## src/rv_pkg.sv

```systemverilog
// shared RV64I constants and types, imported by every core module and the testbench
package rv_pkg;

	// widths with a meaning
	typedef logic [63:0] xlen_t;
	typedef logic [31:0] inst_t;
	typedef logic [4:0]  reg_addr_t;
	typedef logic [4:0]  alu_op_t;
	typedef logic [7:0]  byte_sel_t;

	// major opcodes
	localparam logic [6:0] OPC_OP       = 7'b0110011;
	localparam logic [6:0] OPC_OP_IMM   = 7'b0010011;
	localparam logic [6:0] OPC_OP32     = 7'b0111011;
	localparam logic [6:0] OPC_OP_IMM32 = 7'b0011011;
	localparam logic [6:0] OPC_LUI      = 7'b0110111;
	localparam logic [6:0] OPC_AUIPC    = 7'b0010111;
	localparam logic [6:0] OPC_JAL      = 7'b1101111;
	localparam logic [6:0] OPC_JALR     = 7'b1100111;
	localparam logic [6:0] OPC_BRANCH   = 7'b1100011;
	localparam logic [6:0] OPC_LOAD     = 7'b0000011;
	localparam logic [6:0] OPC_STORE    = 7'b0100011;

	// funct3 for integer ops
	localparam logic [2:0] F3_ADD_SUB = 3'b000;
	localparam logic [2:0] F3_SLL     = 3'b001;
	localparam logic [2:0] F3_SLT     = 3'b010;
	localparam logic [2:0] F3_SLTU    = 3'b011;
	localparam logic [2:0] F3_XOR     = 3'b100;
	localparam logic [2:0] F3_SR      = 3'b101;
	localparam logic [2:0] F3_OR      = 3'b110;
	localparam logic [2:0] F3_AND     = 3'b111;

	// funct3 for branches
	localparam logic [2:0] F3_BEQ  = 3'b000;
	localparam logic [2:0] F3_BNE  = 3'b001;
	localparam logic [2:0] F3_BLT  = 3'b100;
	localparam logic [2:0] F3_BGE  = 3'b101;
	localparam logic [2:0] F3_BLTU = 3'b110;
	localparam logic [2:0] F3_BGEU = 3'b111;

	// funct3 for loads and stores, low two bits are the size
	localparam logic [2:0] F3_B  = 3'b000;
	localparam logic [2:0] F3_H  = 3'b001;
	localparam logic [2:0] F3_W  = 3'b010;
	localparam logic [2:0] F3_D  = 3'b011;
	localparam logic [2:0] F3_BU = 3'b100;
	localparam logic [2:0] F3_HU = 3'b101;
	localparam logic [2:0] F3_WU = 3'b110;

	// alu operations
	localparam alu_op_t ALU_ZERO = 5'd0;
	localparam alu_op_t ALU_ADD  = 5'd1;
	localparam alu_op_t ALU_SUB  = 5'd2;
	localparam alu_op_t ALU_SLL  = 5'd3;
	localparam alu_op_t ALU_SLT  = 5'd4;
	localparam alu_op_t ALU_SLTU = 5'd5;
	localparam alu_op_t ALU_XOR  = 5'd6;
	localparam alu_op_t ALU_SRL  = 5'd7;
	localparam alu_op_t ALU_SRA  = 5'd8;
	localparam alu_op_t ALU_OR   = 5'd9;
	localparam alu_op_t ALU_AND  = 5'd10;
	localparam alu_op_t ALU_LUI  = 5'd11;
	localparam alu_op_t ALU_ADDW = 5'd12;
	localparam alu_op_t ALU_SUBW = 5'd13;
	localparam alu_op_t ALU_SLLW = 5'd14;
	localparam alu_op_t ALU_SRLW = 5'd15;
	localparam alu_op_t ALU_SRAW = 5'd16;
	localparam alu_op_t ALU_BEQ  = 5'd17;
	localparam alu_op_t ALU_BNE  = 5'd18;
	localparam alu_op_t ALU_BLT  = 5'd19;
	localparam alu_op_t ALU_BGE  = 5'd20;
	localparam alu_op_t ALU_BLTU = 5'd21;
	localparam alu_op_t ALU_BGEU = 5'd22;

	// operand sources
	localparam logic       OP1_REG = 1'b0;
	localparam logic       OP1_PC  = 1'b1;
	localparam logic [1:0] OP2_REG = 2'd0;
	localparam logic [1:0] OP2_IMM = 2'd1;
	localparam logic [1:0] OP2_4   = 2'd2;

	localparam xlen_t RESET_PC = 64'h0;

endpackage

```

## src/rv_decode.sv

```systemverilog
// combinational RV64I decoder, turns one instruction word into core controls
`timescale 1ns/1ns

module rv_decode (
	input  rv_pkg::inst_t     inst,
	output rv_pkg::reg_addr_t rs1_addr,
	output rv_pkg::reg_addr_t rs2_addr,
	output rv_pkg::reg_addr_t rd_addr,
	output logic              rd_w_ena,
	output rv_pkg::alu_op_t   alu_op,
	output logic              alu_op1_src,
	output logic [1:0]        alu_op2_src,
	output rv_pkg::xlen_t     imm,
	output logic              branch,
	output logic              jump,
	output logic              jump_reg,
	output logic              mem_r_ena,
	output logic              mem_w_ena,
	output logic              mem_ext_un,
	output logic [1:0]        mem_size
);
	import rv_pkg::*;

	logic [6:0] opcode;
	logic [2:0] funct3;
	logic       f7_ok;
	xlen_t      imm_i;
	xlen_t      imm_s;
	xlen_t      imm_b;
	xlen_t      imm_u;
	xlen_t      imm_j;

	assign opcode   = inst[6:0];
	assign funct3   = inst[14:12];
	assign rd_addr  = inst[11:7];
	assign rs1_addr = inst[19:15];
	assign rs2_addr = inst[24:20];
	assign mem_size = funct3[1:0];

	// funct7 may only carry bit 30 for register ops
	assign f7_ok = (inst[31:25] & 7'b1011111) == 7'b0;

	assign imm_i = {{52{inst[31]}}, inst[31:20]};
	assign imm_s = {{52{inst[31]}}, inst[31:25], inst[11:7]};
	assign imm_b = {{52{inst[31]}}, inst[7], inst[30:25], inst[11:8], 1'b0};
	assign imm_u = {{32{inst[31]}}, inst[31:12], 12'b0};
	assign imm_j = {{44{inst[31]}}, inst[19:12], inst[20], inst[30:21], 1'b0};

	always_comb begin
		// anything not matched below runs as a nop
		rd_w_ena    = 1'b0;
		alu_op      = ALU_ZERO;
		alu_op1_src = OP1_REG;
		alu_op2_src = OP2_REG;
		imm         = '0;
		branch      = 1'b0;
		jump        = 1'b0;
		jump_reg    = 1'b0;
		mem_r_ena   = 1'b0;
		mem_w_ena   = 1'b0;
		mem_ext_un  = 1'b0;
		case (opcode)
			OPC_OP: begin
				if (f7_ok) begin
					rd_w_ena = 1'b1;
					case (funct3)
						F3_ADD_SUB: alu_op = inst[30] ? ALU_SUB : ALU_ADD;
						F3_SLL:     alu_op = ALU_SLL;
						F3_SLT:     alu_op = ALU_SLT;
						F3_SLTU:    alu_op = ALU_SLTU;
						F3_XOR:     alu_op = ALU_XOR;
						F3_SR:      alu_op = inst[30] ? ALU_SRA : ALU_SRL;
						F3_OR:      alu_op = ALU_OR;
						F3_AND:     alu_op = ALU_AND;
					endcase
				end
			end
			OPC_OP32: begin
				if (f7_ok) begin
					rd_w_ena = 1'b1;
					case (funct3)
						F3_ADD_SUB: alu_op = inst[30] ? ALU_SUBW : ALU_ADDW;
						F3_SLL:     alu_op = ALU_SLLW;
						F3_SR:      alu_op = inst[30] ? ALU_SRAW : ALU_SRLW;
						default:    rd_w_ena = 1'b0;
					endcase
				end
			end
			OPC_OP_IMM: begin
				// shamt sits in imm_i[5:0], bit 30 picks the arithmetic shift
				rd_w_ena    = 1'b1;
				alu_op2_src = OP2_IMM;
				imm         = imm_i;
				case (funct3)
					F3_ADD_SUB: alu_op = ALU_ADD;
					F3_SLL:     alu_op = ALU_SLL;
					F3_SLT:     alu_op = ALU_SLT;
					F3_SLTU:    alu_op = ALU_SLTU;
					F3_XOR:     alu_op = ALU_XOR;
					F3_SR:      alu_op = inst[30] ? ALU_SRA : ALU_SRL;
					F3_OR:      alu_op = ALU_OR;
					F3_AND:     alu_op = ALU_AND;
				endcase
			end
			OPC_OP_IMM32: begin
				rd_w_ena    = 1'b1;
				alu_op2_src = OP2_IMM;
				imm         = imm_i;
				case (funct3)
					F3_ADD_SUB: alu_op = ALU_ADDW;
					F3_SLL:     alu_op = ALU_SLLW;
					F3_SR:      alu_op = inst[30] ? ALU_SRAW : ALU_SRLW;
					default:    rd_w_ena = 1'b0;
				endcase
			end
			OPC_LUI: begin
				rd_w_ena    = 1'b1;
				alu_op2_src = OP2_IMM;
				imm         = imm_u;
				alu_op      = ALU_LUI;
			end
			OPC_AUIPC: begin
				rd_w_ena    = 1'b1;
				alu_op1_src = OP1_PC;
				alu_op2_src = OP2_IMM;
				imm         = imm_u;
				alu_op      = ALU_ADD;
			end
			OPC_JAL: begin
				// link value pc + 4 comes out of the alu
				rd_w_ena    = 1'b1;
				jump        = 1'b1;
				alu_op1_src = OP1_PC;
				alu_op2_src = OP2_4;
				imm         = imm_j;
				alu_op      = ALU_ADD;
			end
			OPC_JALR: begin
				rd_w_ena    = 1'b1;
				jump        = 1'b1;
				jump_reg    = 1'b1;
				alu_op1_src = OP1_PC;
				alu_op2_src = OP2_4;
				imm         = imm_i;
				alu_op      = ALU_ADD;
			end
			OPC_BRANCH: begin
				imm    = imm_b;
				branch = 1'b1;
				case (funct3)
					F3_BEQ:  alu_op = ALU_BEQ;
					F3_BNE:  alu_op = ALU_BNE;
					F3_BLT:  alu_op = ALU_BLT;
					F3_BGE:  alu_op = ALU_BGE;
					F3_BLTU: alu_op = ALU_BLTU;
					F3_BGEU: alu_op = ALU_BGEU;
					default: branch = 1'b0;
				endcase
			end
			OPC_LOAD: begin
				alu_op2_src = OP2_IMM;
				imm         = imm_i;
				alu_op      = ALU_ADD;
				case (funct3)
					F3_B, F3_H, F3_W, F3_D, F3_BU, F3_HU, F3_WU: begin
						rd_w_ena   = 1'b1;
						mem_r_ena  = 1'b1;
						mem_ext_un = funct3[2];
					end
					default: mem_r_ena = 1'b0;
				endcase
			end
			OPC_STORE: begin
				alu_op2_src = OP2_IMM;
				imm         = imm_s;
				alu_op      = ALU_ADD;
				case (funct3)
					F3_B, F3_H, F3_W, F3_D: mem_w_ena = 1'b1;
					default:                mem_w_ena = 1'b0;
				endcase
			end
			default: begin
				rd_w_ena = 1'b0;
			end
		endcase
	end

endmodule

```

## config.mk

```make
export PLATFORM = sky130hd
export DESIGN_NAME = rv_decode
export DESIGN_NICKNAME = d
export VERILOG_FILES = /design/src/rv_pkg.sv /design/src/rv_decode.sv
export SDC_FILE = /design/constraint.sdc
export NUM_CORES = 1
export LEC_CHECK = 0
export BUFFER_PORTS_ARGS = -buffer_cell sky130_fd_sc_hd__buf_2
export CORE_AREA = 3 3 73 54
export DETAILED_ROUTE_END_ITERATION = 7
export DIE_AREA = 0 0 76 57
export PLACE_DENSITY = 0.88
export SLEW_MARGIN = 20
export SYNTH_ARGS = -nofsm -noshare
export SYNTH_HDL_FRONTEND = slang
export SYNTH_SLANG_ARGS = --single-unit
```

## constraint.sdc

```tcl
create_clock -name vclk -period 3.1
set_input_delay 0.155 -clock vclk [all_inputs]
set_output_delay 0.155 -clock vclk [all_outputs]
set_load 0.02 [all_outputs]
```

==> key figures <==
Run status
  • Status: finished clean

Finish
  • Core Util, Final: 0.509
  • Layout cell share with drive strength beyond 1: 0.530
  • Area grow syn2layout: 17.3%
  • Antenna cell count: 0
  • FF+latch count: 0
  • Clock buffers: 0
  • Area occupied by registers: 0 µm²
  • Combined area of the multi-input logic cells: 897 µm²
  • Layout Nets: roughly 300
  • Fillers: 331

Floorplanning
  • Number of I/O pins: around 130
  • Core ar.: 0.00321 mm²
  • Die X: 76 µm
  • DIE AREA: 0.00433 mm²
  • Initial Util: 0.434
  • FP Rows: 17
  • Die Y-Extent: 57 µm

Clock network
  • Post-CTS setup repair buffer count: 0
  • Post-cts hold buffer count: 0
  • Post_cts resized: 0

Power
  • Peak VDD IR: 0.0552 mV
  • Power per standard cell area: 117 mW/mm²
  • Static Leak: 1.12 nW

Synthesis
  • Top cell type's share of synthesized area: 0.275
  • Cell Area, Synth: 0.00139 mm²
  • Commonest cells post-synth: buf_4, a21o_1, nand3_1, nand2_1, nor2_1
  • Count leader, synth: buf_4
  • Distinct cells, synth: 50
  • Mapped Nets: 235
  • Synth warn: 0
  • Synth area leader: buf_4
  • Syn Area/Cell: 6.86 µm²
  • Post-synthesis cell count: 203
  • Top post-synthesis cells by area: buf_4, a21o_1, nand3_1, and2_1, nand2_1
  • Seq/Total Area, Yosys: 0

Placed design
  • Hpwl dp: 3610 µm
  • PortBufs: 128
  • Placer congestion estimate: 0.924

Drt
  • DRC: 0
  • DR pass1 iterations: 4
  • Via density: 5.37
  • Via count: 1701
  • DRT iter0 DRCs: approximately 130
  • Post-route ant nets: 0
  • WL per Instance: 14.0 µm
  • Routed WL: 4450 µm

Global routing
  • Initial antenna violation count: 0
  • GRT Overall Usage: 0.179
  • Global-route wire length before repair: slightly below 7000 µm
  • Number of global-route vias before repair: 1456
  • Overflow after GRT: 0
  • Largest net degree at the start of global routing: 34

Worst setup path
  • CP Launch Type: input pin
  • Peak fanout along the critical path: 33
  • CP Capture Type: output port
  • CP arrival: ~2.2 ns
  • WS Path Type: input pin to output port
  • Worst Path Required: 2.94 ns

STA
  • Minimum clock period: about 2.3 ns
  • Peak Freq: 0.429 GHz
  • Setup TNS: 0 ns
  • Final Max Slew Viols: 0
  • RSZ-0062 raised after global routing: no
  • Hold Vio Cnt, Final: 0
  • Slew margin rel.: 0.550
  • Worst-Margin Slew: around 0.67 ns
  • Crit share post-route: 0.751
  • Endpoints failing setup: 0

Job
  • Total of max-cap violations: 0

Min path
  • HP Class: input pin to output port
  • Worst hold stages: 2
[layout make-up]
class | count | share of cell area
well taps | 47 | 0.0360
repair buffers | 130 | 0.401
multi-input cells | 134 | 0.549
inverters | 6 | 0.0138
[cell families after synthesis]
kind of cell / Yosys count / share of synthesized area
AND/OR/NAND/NOR: 72 / 0.292
AO/OA/AOI/OAI: 61 / 0.346
buffers and inverters: 69 / 0.356
XOR/XNOR: 1 / 0.00629
[through the flow]
step                      std cells  setup WS [ns]  hold slack, ns  power (mW)  cell area [µm²]
after global placement          317          0.879           0.544       0.185             1630
after floorplan                 203          0.858           0.423       0.150             1390
after global routing            317          0.530           0.554       0.205             1630
after CTS                       317          0.758           0.545       0.189             1630
after detailed placement        317          0.774           0.545       0.188             1630
final                           317          0.771           0.544       0.191             1630
[critical path, stage by stage]
cell and delay (ns):
buf_2 0.26, and3b_1 0.38, nand2_1 0.12, a211oi_2 0.21
buf_4 0.18, o21a_1 0.56, buf_2 0.29
[layer usage]
metal  vias to the layer above  GRT usage  share of wire  routed length (µm)
met5                         -          0              0                   0
met4                         0     0.0207         0.0047                  21
met3                         4     0.0315           0.12                 547
met2                       124      0.333           0.48                2140
met1                       756      0.224           0.39                1740
li1                        817          -              -                   -
[cells in the final DEF, fill, tap and decap left out, types with 3 or more instances in the layout]
cell type,n
buf_2,128
a21o_1,18
nand3_1,13
nand2_1,11
nor2_1,10
and2_1,7
a21oi_1,7
inv_1,6
nor3_1,6
o21ai_0,6
a22o_1,4
and3b_1,3
nand4_1,3
o211ai_1,3
[final timing paths]
kind,from,end,slack [ns]
worst max-delay path,inst[5],imm[53],0.77
worst min-delay path,inst[9],rd_addr[2],0.54
[report_power, final]
part	leakage, nW	internal, mW	switching (mW)
logic	1.12	0.0648	0.126
registers	0	0	0
clock network	0	0	0
total	1.12	0.0648	0.126
Power figures use the tool's default switching activity.
