`config.mk`:
```
export PLATFORM = sky130hd
export DESIGN_NAME = rv_result
export DESIGN_NICKNAME = d
export VERILOG_FILES = /design/src/rv_pkg.sv /design/src/rv_result.sv
export SDC_FILE = /design/constraint.sdc
export NUM_CORES = 1
export LEC_CHECK = 0
export ABC_AREA = 1
export BUFFER_PORTS_ARGS = -buffer_cell sky130_fd_sc_hd__buf_2
export CAP_MARGIN = 20
export CORE_AREA = 8 8 150 152
export DETAILED_ROUTE_END_ITERATION = 6
export DIE_AREA = 0 0 158 160
export GPL_ROUTABILITY_DRIVEN = 0
export GPL_TIMING_DRIVEN = 0
export RECOVER_POWER = 100
export SETUP_SLACK_MARGIN = 0.1
export SLEW_MARGIN = 40
export SYNTH_ARGS = -nofsm -noshare
export SYNTH_HDL_FRONTEND = slang
export SYNTH_SLANG_ARGS = --single-unit
export TNS_END_PERCENT = 50
```
`constraint.sdc`:
```
create_clock -name vclk -period 1.3
set_clock_uncertainty 0.1 [all_clocks]
set_input_delay 0 -clock vclk [all_inputs]
set_output_delay 0 -clock vclk [all_outputs]
set_load 0.01 [all_outputs]
```
`src/rv_pkg.sv`:
```
// shared RV64I constants and types, imported by every core module and the testbench
package rv_pkg;

	// widths with a meaning
	typedef logic [63:0] xlen_t;
	typedef logic [31:0] inst_t;
	typedef logic [4:0]  reg_addr_t;
	typedef logic [4:0]  alu_op_t;
	typedef logic [7:0]  byte_sel_t;

	// major opcodes
	localparam logic [6:0] OPC_OP       = 7'b0110011;
	localparam logic [6:0] OPC_OP_IMM   = 7'b0010011;
	localparam logic [6:0] OPC_OP32     = 7'b0111011;
	localparam logic [6:0] OPC_OP_IMM32 = 7'b0011011;
	localparam logic [6:0] OPC_LUI      = 7'b0110111;
	localparam logic [6:0] OPC_AUIPC    = 7'b0010111;
	localparam logic [6:0] OPC_JAL      = 7'b1101111;
	localparam logic [6:0] OPC_JALR     = 7'b1100111;
	localparam logic [6:0] OPC_BRANCH   = 7'b1100011;
	localparam logic [6:0] OPC_LOAD     = 7'b0000011;
	localparam logic [6:0] OPC_STORE    = 7'b0100011;

	// funct3 for integer ops
	localparam logic [2:0] F3_ADD_SUB = 3'b000;
	localparam logic [2:0] F3_SLL     = 3'b001;
	localparam logic [2:0] F3_SLT     = 3'b010;
	localparam logic [2:0] F3_SLTU    = 3'b011;
	localparam logic [2:0] F3_XOR     = 3'b100;
	localparam logic [2:0] F3_SR      = 3'b101;
	localparam logic [2:0] F3_OR      = 3'b110;
	localparam logic [2:0] F3_AND     = 3'b111;

	// funct3 for branches
	localparam logic [2:0] F3_BEQ  = 3'b000;
	localparam logic [2:0] F3_BNE  = 3'b001;
	localparam logic [2:0] F3_BLT  = 3'b100;
	localparam logic [2:0] F3_BGE  = 3'b101;
	localparam logic [2:0] F3_BLTU = 3'b110;
	localparam logic [2:0] F3_BGEU = 3'b111;

	// funct3 for loads and stores, low two bits are the size
	localparam logic [2:0] F3_B  = 3'b000;
	localparam logic [2:0] F3_H  = 3'b001;
	localparam logic [2:0] F3_W  = 3'b010;
	localparam logic [2:0] F3_D  = 3'b011;
	localparam logic [2:0] F3_BU = 3'b100;
	localparam logic [2:0] F3_HU = 3'b101;
	localparam logic [2:0] F3_WU = 3'b110;

	// alu operations
	localparam alu_op_t ALU_ZERO = 5'd0;
	localparam alu_op_t ALU_ADD  = 5'd1;
	localparam alu_op_t ALU_SUB  = 5'd2;
	localparam alu_op_t ALU_SLL  = 5'd3;
	localparam alu_op_t ALU_SLT  = 5'd4;
	localparam alu_op_t ALU_SLTU = 5'd5;
	localparam alu_op_t ALU_XOR  = 5'd6;
	localparam alu_op_t ALU_SRL  = 5'd7;
	localparam alu_op_t ALU_SRA  = 5'd8;
	localparam alu_op_t ALU_OR   = 5'd9;
	localparam alu_op_t ALU_AND  = 5'd10;
	localparam alu_op_t ALU_LUI  = 5'd11;
	localparam alu_op_t ALU_ADDW = 5'd12;
	localparam alu_op_t ALU_SUBW = 5'd13;
	localparam alu_op_t ALU_SLLW = 5'd14;
	localparam alu_op_t ALU_SRLW = 5'd15;
	localparam alu_op_t ALU_SRAW = 5'd16;
	localparam alu_op_t ALU_BEQ  = 5'd17;
	localparam alu_op_t ALU_BNE  = 5'd18;
	localparam alu_op_t ALU_BLT  = 5'd19;
	localparam alu_op_t ALU_BGE  = 5'd20;
	localparam alu_op_t ALU_BLTU = 5'd21;
	localparam alu_op_t ALU_BGEU = 5'd22;

	// operand sources
	localparam logic       OP1_REG = 1'b0;
	localparam logic       OP1_PC  = 1'b1;
	localparam logic [1:0] OP2_REG = 2'd0;
	localparam logic [1:0] OP2_IMM = 2'd1;
	localparam logic [1:0] OP2_4   = 2'd2;

	localparam xlen_t RESET_PC = 64'h0;

endpackage

```
`src/rv_result.sv`:
```
// memory-side data path, store lane steering, load extension and write-back select
`timescale 1ns/1ns

module rv_result (
	input  rv_pkg::xlen_t     addr,
	input  rv_pkg::xlen_t     rs2_data,
	input  rv_pkg::xlen_t     mem_rdata,
	input  rv_pkg::xlen_t     alu_result,
	input  logic [1:0]        mem_size,
	input  logic              mem_ext_un,
	input  logic              mem_r_ena,
	output rv_pkg::xlen_t     store_data,
	output rv_pkg::byte_sel_t store_sel,
	output rv_pkg::xlen_t     rd_data
);
	import rv_pkg::*;

	logic [5:0] lane_shift;
	byte_sel_t  size_mask;
	xlen_t      load_lane;
	xlen_t      load_val;

	// byte offset within the doubleword, in bits
	assign lane_shift = {addr[2:0], 3'b000};

	always_comb begin
		case (mem_size)
			F3_B[1:0]: size_mask = 8'h01;
			F3_H[1:0]: size_mask = 8'h03;
			F3_W[1:0]: size_mask = 8'h0f;
			default:   size_mask = 8'hff;
		endcase
	end

	// accesses are aligned so the shifted mask never wraps
	assign store_sel  = size_mask << addr[2:0];
	assign store_data = rs2_data << lane_shift;

	// addressed bytes moved down to bit 0
	assign load_lane = mem_rdata >> lane_shift;

	always_comb begin
		case (mem_size)
			F3_B[1:0]: begin
				if (mem_ext_un) begin
					load_val = {56'b0, load_lane[7:0]};
				end else begin
					load_val = {{56{load_lane[7]}}, load_lane[7:0]};
				end
			end
			F3_H[1:0]: begin
				if (mem_ext_un) begin
					load_val = {48'b0, load_lane[15:0]};
				end else begin
					load_val = {{48{load_lane[15]}}, load_lane[15:0]};
				end
			end
			F3_W[1:0]: begin
				if (mem_ext_un) begin
					load_val = {32'b0, load_lane[31:0]};
				end else begin
					load_val = {{32{load_lane[31]}}, load_lane[31:0]};
				end
			end
			default: load_val = load_lane;
		endcase
	end

	assign rd_data = mem_r_ena ? load_val : alu_result;

endmodule

```
==> results of run 1 <==
[per-layer routing]
| metal | global-route usage | routed length [um] | vias to the layer above |
|---|---|---|---|
| li1 | - | - | 4003 |
| met1 | 0.290 | 12900 | 3875 |
| met2 | 0.476 | 17700 | 651 |
| met3 | 0.0532 | 4080 | 124 |
| met4 | 0.0858 | 1560 | 4 |
| met5 | 0 | 30 | - |
[tightest hold or removal path, delay by kind of cell]
family,cells,cell delay [ns]
AND/OR/NAND/NOR,2,0.11
buffers and inverters,2,0.20
[layout make-up]
class | count | share of cell area
Antenna cell | 2 | 0.000587
Buffer | 84 | 0.113
Inverter | 59 | 0.0292
Multi-Input combinational cell | 849 | 0.559
Tap cell | 270 | 0.0396
Timing Repair Buffer | 370 | 0.259
[cells in the final DEF (no fill, tap or decap), types with 25 or more instances in the layout]
| cell type | Yosys | routed |
|---|---|---|
| nor2_2 | 22 | 31 |
| inv_1 | 55 | 48 |
| o21ai_2 | 0 | 39 |
| nand3_1 | 76 | 58 |
| nand2_1 | 322 | 297 |
| o21ai_1 | 15 | 58 |
| buf_4 | 11 | 25 |
| buf_2 | 23 | 327 |
| a21oi_1 | 41 | 26 |
| nor2_1 | 161 | 142 |
| nand2_2 | 4 | 27 |
[metrics by stage]
step,cells,setup slack [ns],setup TNS [ns],instance area (sq um)
finish,1634,-0.273,-15.35,8530
global route,1634,-0.323,-22.67,8530
CTS,1617,-0.207,-12.15,7820
detailed placement,1594,-0.746,-58.83,6740
global placement,1594,-0.810,-58.39,6740
floorplan,992,0.0818,0,4740
[timing repair]
action | 4_1_cts | 5_1_grt
gates cloned | 4 | 5
resized for setup | 278 | 160
buffers inserted | 19 | 10
pin swaps | 32 | 51
setup endpoints to repair | 136 | 136
[worst max path at each step]
stage                 start        endpoint  slack (ns)  cells past startpoint
finish              addr[0]     rd_data[13]       -0.27                     10
global route        addr[0]     rd_data[52]       -0.32                     11
floorplan           addr[0]  store_data[62]        0.08                      7
CTS                 addr[0]     rd_data[33]       -0.21                     11
detailed placement  addr[2]  store_data[33]       -0.75                      6
global placement    addr[2]  store_data[33]       -0.81                      6
[report_power, final]
part | switching (mW) | internal (mW)
Combinational | 2.17 | 1.55
Sequential | 0 | 0
Clock | 0 | 0.000000206
Total | 2.17 | 1.55
[logic make-up after synthesis]
logic type,share of synthesized area
AND/OR/NAND/NOR,0.537
AO/OA/AOI/OAI,0.264
buffers and inverters,0.153
multiplexers,0.0465
==> impl_metrics.json, run 1 <==
{
  "layout_setup_ws_ns": -0.273,
  "grt_max_degree": 12,
  "dieArea_sq_um": 25300,
  "worst-path-max-fanout": 10,
  "drtAntennaViolNets": 0,
  "worstPathCellList": "buf_12 > buf_12 > nor2_4 > buf_6 > clkinvlp_4 > o211ai_1 > nand2_1 > nand3_1 > a21oi_1 > buf_2",
  "required_ns": 1.20,
  "firstDrtPassIters": 5,
  "netlist_instances": 992,
  "post_drt_wl_per_cell_um": 22.2,
  "place_hpwl_um": 28700,
  "irDropWorstVdd_mv": 0.178,
  "synthTopCellsByCount": "nand2_1 (322), nor2_1 (161), o21ai_0 (96)",
  "synth_area_leaders": "nand2_1 (26%), nor2_1 (13%), o21ai_0 (10%)",
  "setup_viol": 114,
  "drive_gt1_frac": 0.482,
  "violations": "setup timing",
  "yosysTopAreaCell": "nand2_1",
  "coreArea_sq_um": 20000,
  "nets": 1624,
  "worst_slew_pin_slew_ns": 0.729,
  "die_h_um": 160,
  "io_pins": 396,
  "area_growth_pct": 80.3,
  "synth_cell_type_count": 34,
  "synth.net_count": 1252,
  "cts-hold-fix-buffers": 0,
  "area.sequential_sq_um": 0,
  "min-delay-start": "alu_result[49]",
  "post-synth-top-count-cell": "nand2_1",
  "whs_ns": 0.206,
  "cap_viol_max_count": 0,
  "gr-total-overflow": 0,
  "crit_family": "buffers and inverters",
  "syn_area_per_cell_sq_um": 4.77,
  "finalPower_mw": 3.72,
  "crit_buf_inv": 5,
  "critPathMostFrequentCell": "buf_12",
  "hold-path-cell-count": 4,
  "start_util": 0.236,
  "status": "finished with violations",
  "clockBufferCount": 0,
  "syn_area_sq_um": 4730,
  "antenna_found_initial": 4,
  "period_share": 1.21,
  "fmax_ghz": 0.636,
  "crit_type": "in -> out",
  "first_iter_violations": 849,
  "end_kind": "primary output",
  "p_per_area_nw_per_um2": 437,
  "finalCriticalPeriod_ns": 1.57,
  "slew_viol_final": 0,
  "min_to": "rd_data[49]",
  "drc": 0,
  "n_sequential_cell": 0,
  "avgViaCountPerCell": 5.30,
  "port_buffers": 332,
  "vias": 8657,
  "synth_top_area_frac": 0.255,
  "track_usage": 0.260,
  "critPathArrivalTime_ns": 1.47,
  "fillers": 2217,
  "hold_violations": 0,
  "drt-total-wl_um": 36300,
  "rows": 52,
  "crit_path_max_incr_delay_ns": 0.26,
  "post-route-util": 0.426,
  "crit_path_start_kind": "input pin",
  "rsz0062_at_grt": "true",
  "grt_pass1_wl_um": 50700,
  "yosysSeqAreaShare": 0,
  "die_w_um": 158,
  "slowest_stage": "o211ai_1",
  "ys_warn_count": 0,
  "grt_pass1_vias": 8637,
  "slew_headroom": 0.514,
  "min_path_type": "in -> out",
  "multi_input_area_sq_um": 4770,
  "p_leak_nw": 4.34
}
No activity file was read; power rests on OpenSTA's default activity.
==> inputs of run 2 (changes only) <==
--- a/config.mk
+++ b/config.mk
@@ -8,9 +8,9 @@
 export ABC_AREA = 1
 export BUFFER_PORTS_ARGS = -buffer_cell sky130_fd_sc_hd__buf_2
 export CAP_MARGIN = 20
-export CORE_AREA = 8 8 150 152
+export CORE_AREA = 4 4 150 152
 export DETAILED_ROUTE_END_ITERATION = 6
-export DIE_AREA = 0 0 158 160
+export DIE_AREA = 0 0 154 156
 export GPL_ROUTABILITY_DRIVEN = 0
 export GPL_TIMING_DRIVEN = 0
 export RECOVER_POWER = 100
==> impl_metrics.json, run 2 (synthesis gave the netlist of run 1 again) <==
{
  "crit_family": "simple AND/OR/NAND/NOR gates",
  "fmax_ghz": 0.605,
  "grt_max_degree": 11,
  "first_iter_violations": 937,
  "required_ns": 1.20,
  "vias": 8611,
  "worst-path-max-fanout": 7,
  "track_usage": 0.261,
  "layoutNonFillerInstCount": 1630,
  "nets": 1612,
  "critPathArrivalTime_ns": 1.55,
  "crit_path_max_incr_delay_ns": 0.22,
  "clockBufferCount": 0,
  "status": "finished with violations",
  "antenna_found_initial": 3,
  "swShare": 0.594,
  "grt_pass1_wl_um": 49100,
  "rows": 53,
  "drc": 0,
  "place_hpwl_um": 27800,
  "final_cell_mix": "buf_2 (332), nand2_1 (314), nor2_1 (134), nand3_1 (66), inv_1 (50)",
  "drive_gt1_frac": 0.456,
  "internal_power_mw": 1.44,
  "cap_viol_max_count": 0,
  "post-place-ws_ns": -0.726,
  "slew_viol_final": 0,
  "drt-total-wl_um": 35000,
  "crit_buf_inv": 4,
  "p_switching_mw": 2.11,
  "worstPathCellList": "buf_12 > buf_12 > nor2_4 > nand2_2 > a21oi_2 > nand4_1 > nand3_4 > buf_6 > nor2_2 > nor2_2 > buf_2",
  "area_growth_pct": 72.2,
  "p_seq_frac": 0,
  "violations": "setup timing",
  "die_h_um": 156,
  "hold_violations": 0,
  "die_w_um": 154,
  "setup_viol": 111,
  "rsz0062_at_grt": "true",
  "io_pins": 396,
  "slowest_stage": "nand4_1",
  "avgViaCountPerCell": 5.28,
  "finalPower_mw": 3.55,
  "crit_path_start_kind": "input pin",
  "n_sequential_cell": 0,
  "dieArea_sq_um": 24000,
  "p_per_area_nw_per_um2": 435,
  "post_drt_wl_per_cell_um": 21.5,
  "p_leak_nw": 4.17,
  "end_kind": "primary output",
  "grt_pass1_vias": 8454,
  "drtAntennaViolNets": 0,
  "min_path_type": "in -> out",
  "slew_headroom": 0.657,
  "worst_slew_pin_slew_ns": 0.515,
  "period_share": 1.27,
  "gr-total-overflow": 0,
  "irDropWorstVdd_mv": 0.173,
  "layout_setup_ws_ns": -0.353,
  "pwr-share-comb": 1.000,
  "port_buffers": 332,
  "finalCriticalPeriod_ns": 1.65,
  "firstDrtPassIters": 6,
  "crit_type": "in -> out",
  "area.sequential_sq_um": 0,
  "start_util": 0.225,
  "coreArea_sq_um": 21000,
  "final_common_cell": "buf_2",
  "dpl.cell_count": 1599,
  "p_clk_frac": 0
}
## run 2: routing by layer
layer / part of all wire / track usage / wire [um]
met1: 0.36 / 0.307 / 12600
met2: 0.49 / 0.479 / 17200
met3: 0.10 / 0.0322 / 3610
met4: 0.047 / 0.104 / 1640
met5: 0 / 0 / 0
## run 2: power groups by stage
stage          sequential (mW)  combinational, mW   clock [mW]
2_1_floorplan                0               1.59            0
3_3_place_gp                 0               2.87            0
3_5_place_dp                 0               2.87            0
4_1_cts                      0               3.31            0
5_1_grt                      0               3.79  0.000000309
6_report                     0               3.55  0.000000516
## run 2: worst paths after layout
path	cells after the start	end	slack (ns)	from
min	4	rd_data[43]	0.21	alu_result[43]
max	11	rd_data[37]	-0.35	addr[0]
## run 2: stage by stage
stage | setup TNS [ns] | utilization | hold WS, ns | cell area (sq um)
4_1_cts | -12.77 | 0.367 | 0.213 | 7720
6_report | -19.64 | 0.388 | 0.208 | 8150
5_1_grt | -27.66 | 0.388 | 0.229 | 8150
3_3_place_gp | -59.82 | 0.321 | 0.210 | 6740
2_1_floorplan | 0 | - | 0.0243 | 4740
3_5_place_dp | -58.98 | 0.321 | 0.209 | 6740
## run 2: final cells by class
cell class,instances,area [sq um]
tap,275,344
fill,2310,12900
timing repair buffer,358,2030
inverter,59,246
buffer,84,903
antenna,5,12.5
multi-input combinational,849,4610
## run 2: what timing repair did
item                                    in CTS  in global routing
hold buffers                                 0                  0
endpoints found under the setup margin     136                135
pin swaps                                   37                 36
buffers inserted                            11                  7
cloned                                       4                  4
gates resized for setup                    285                 85
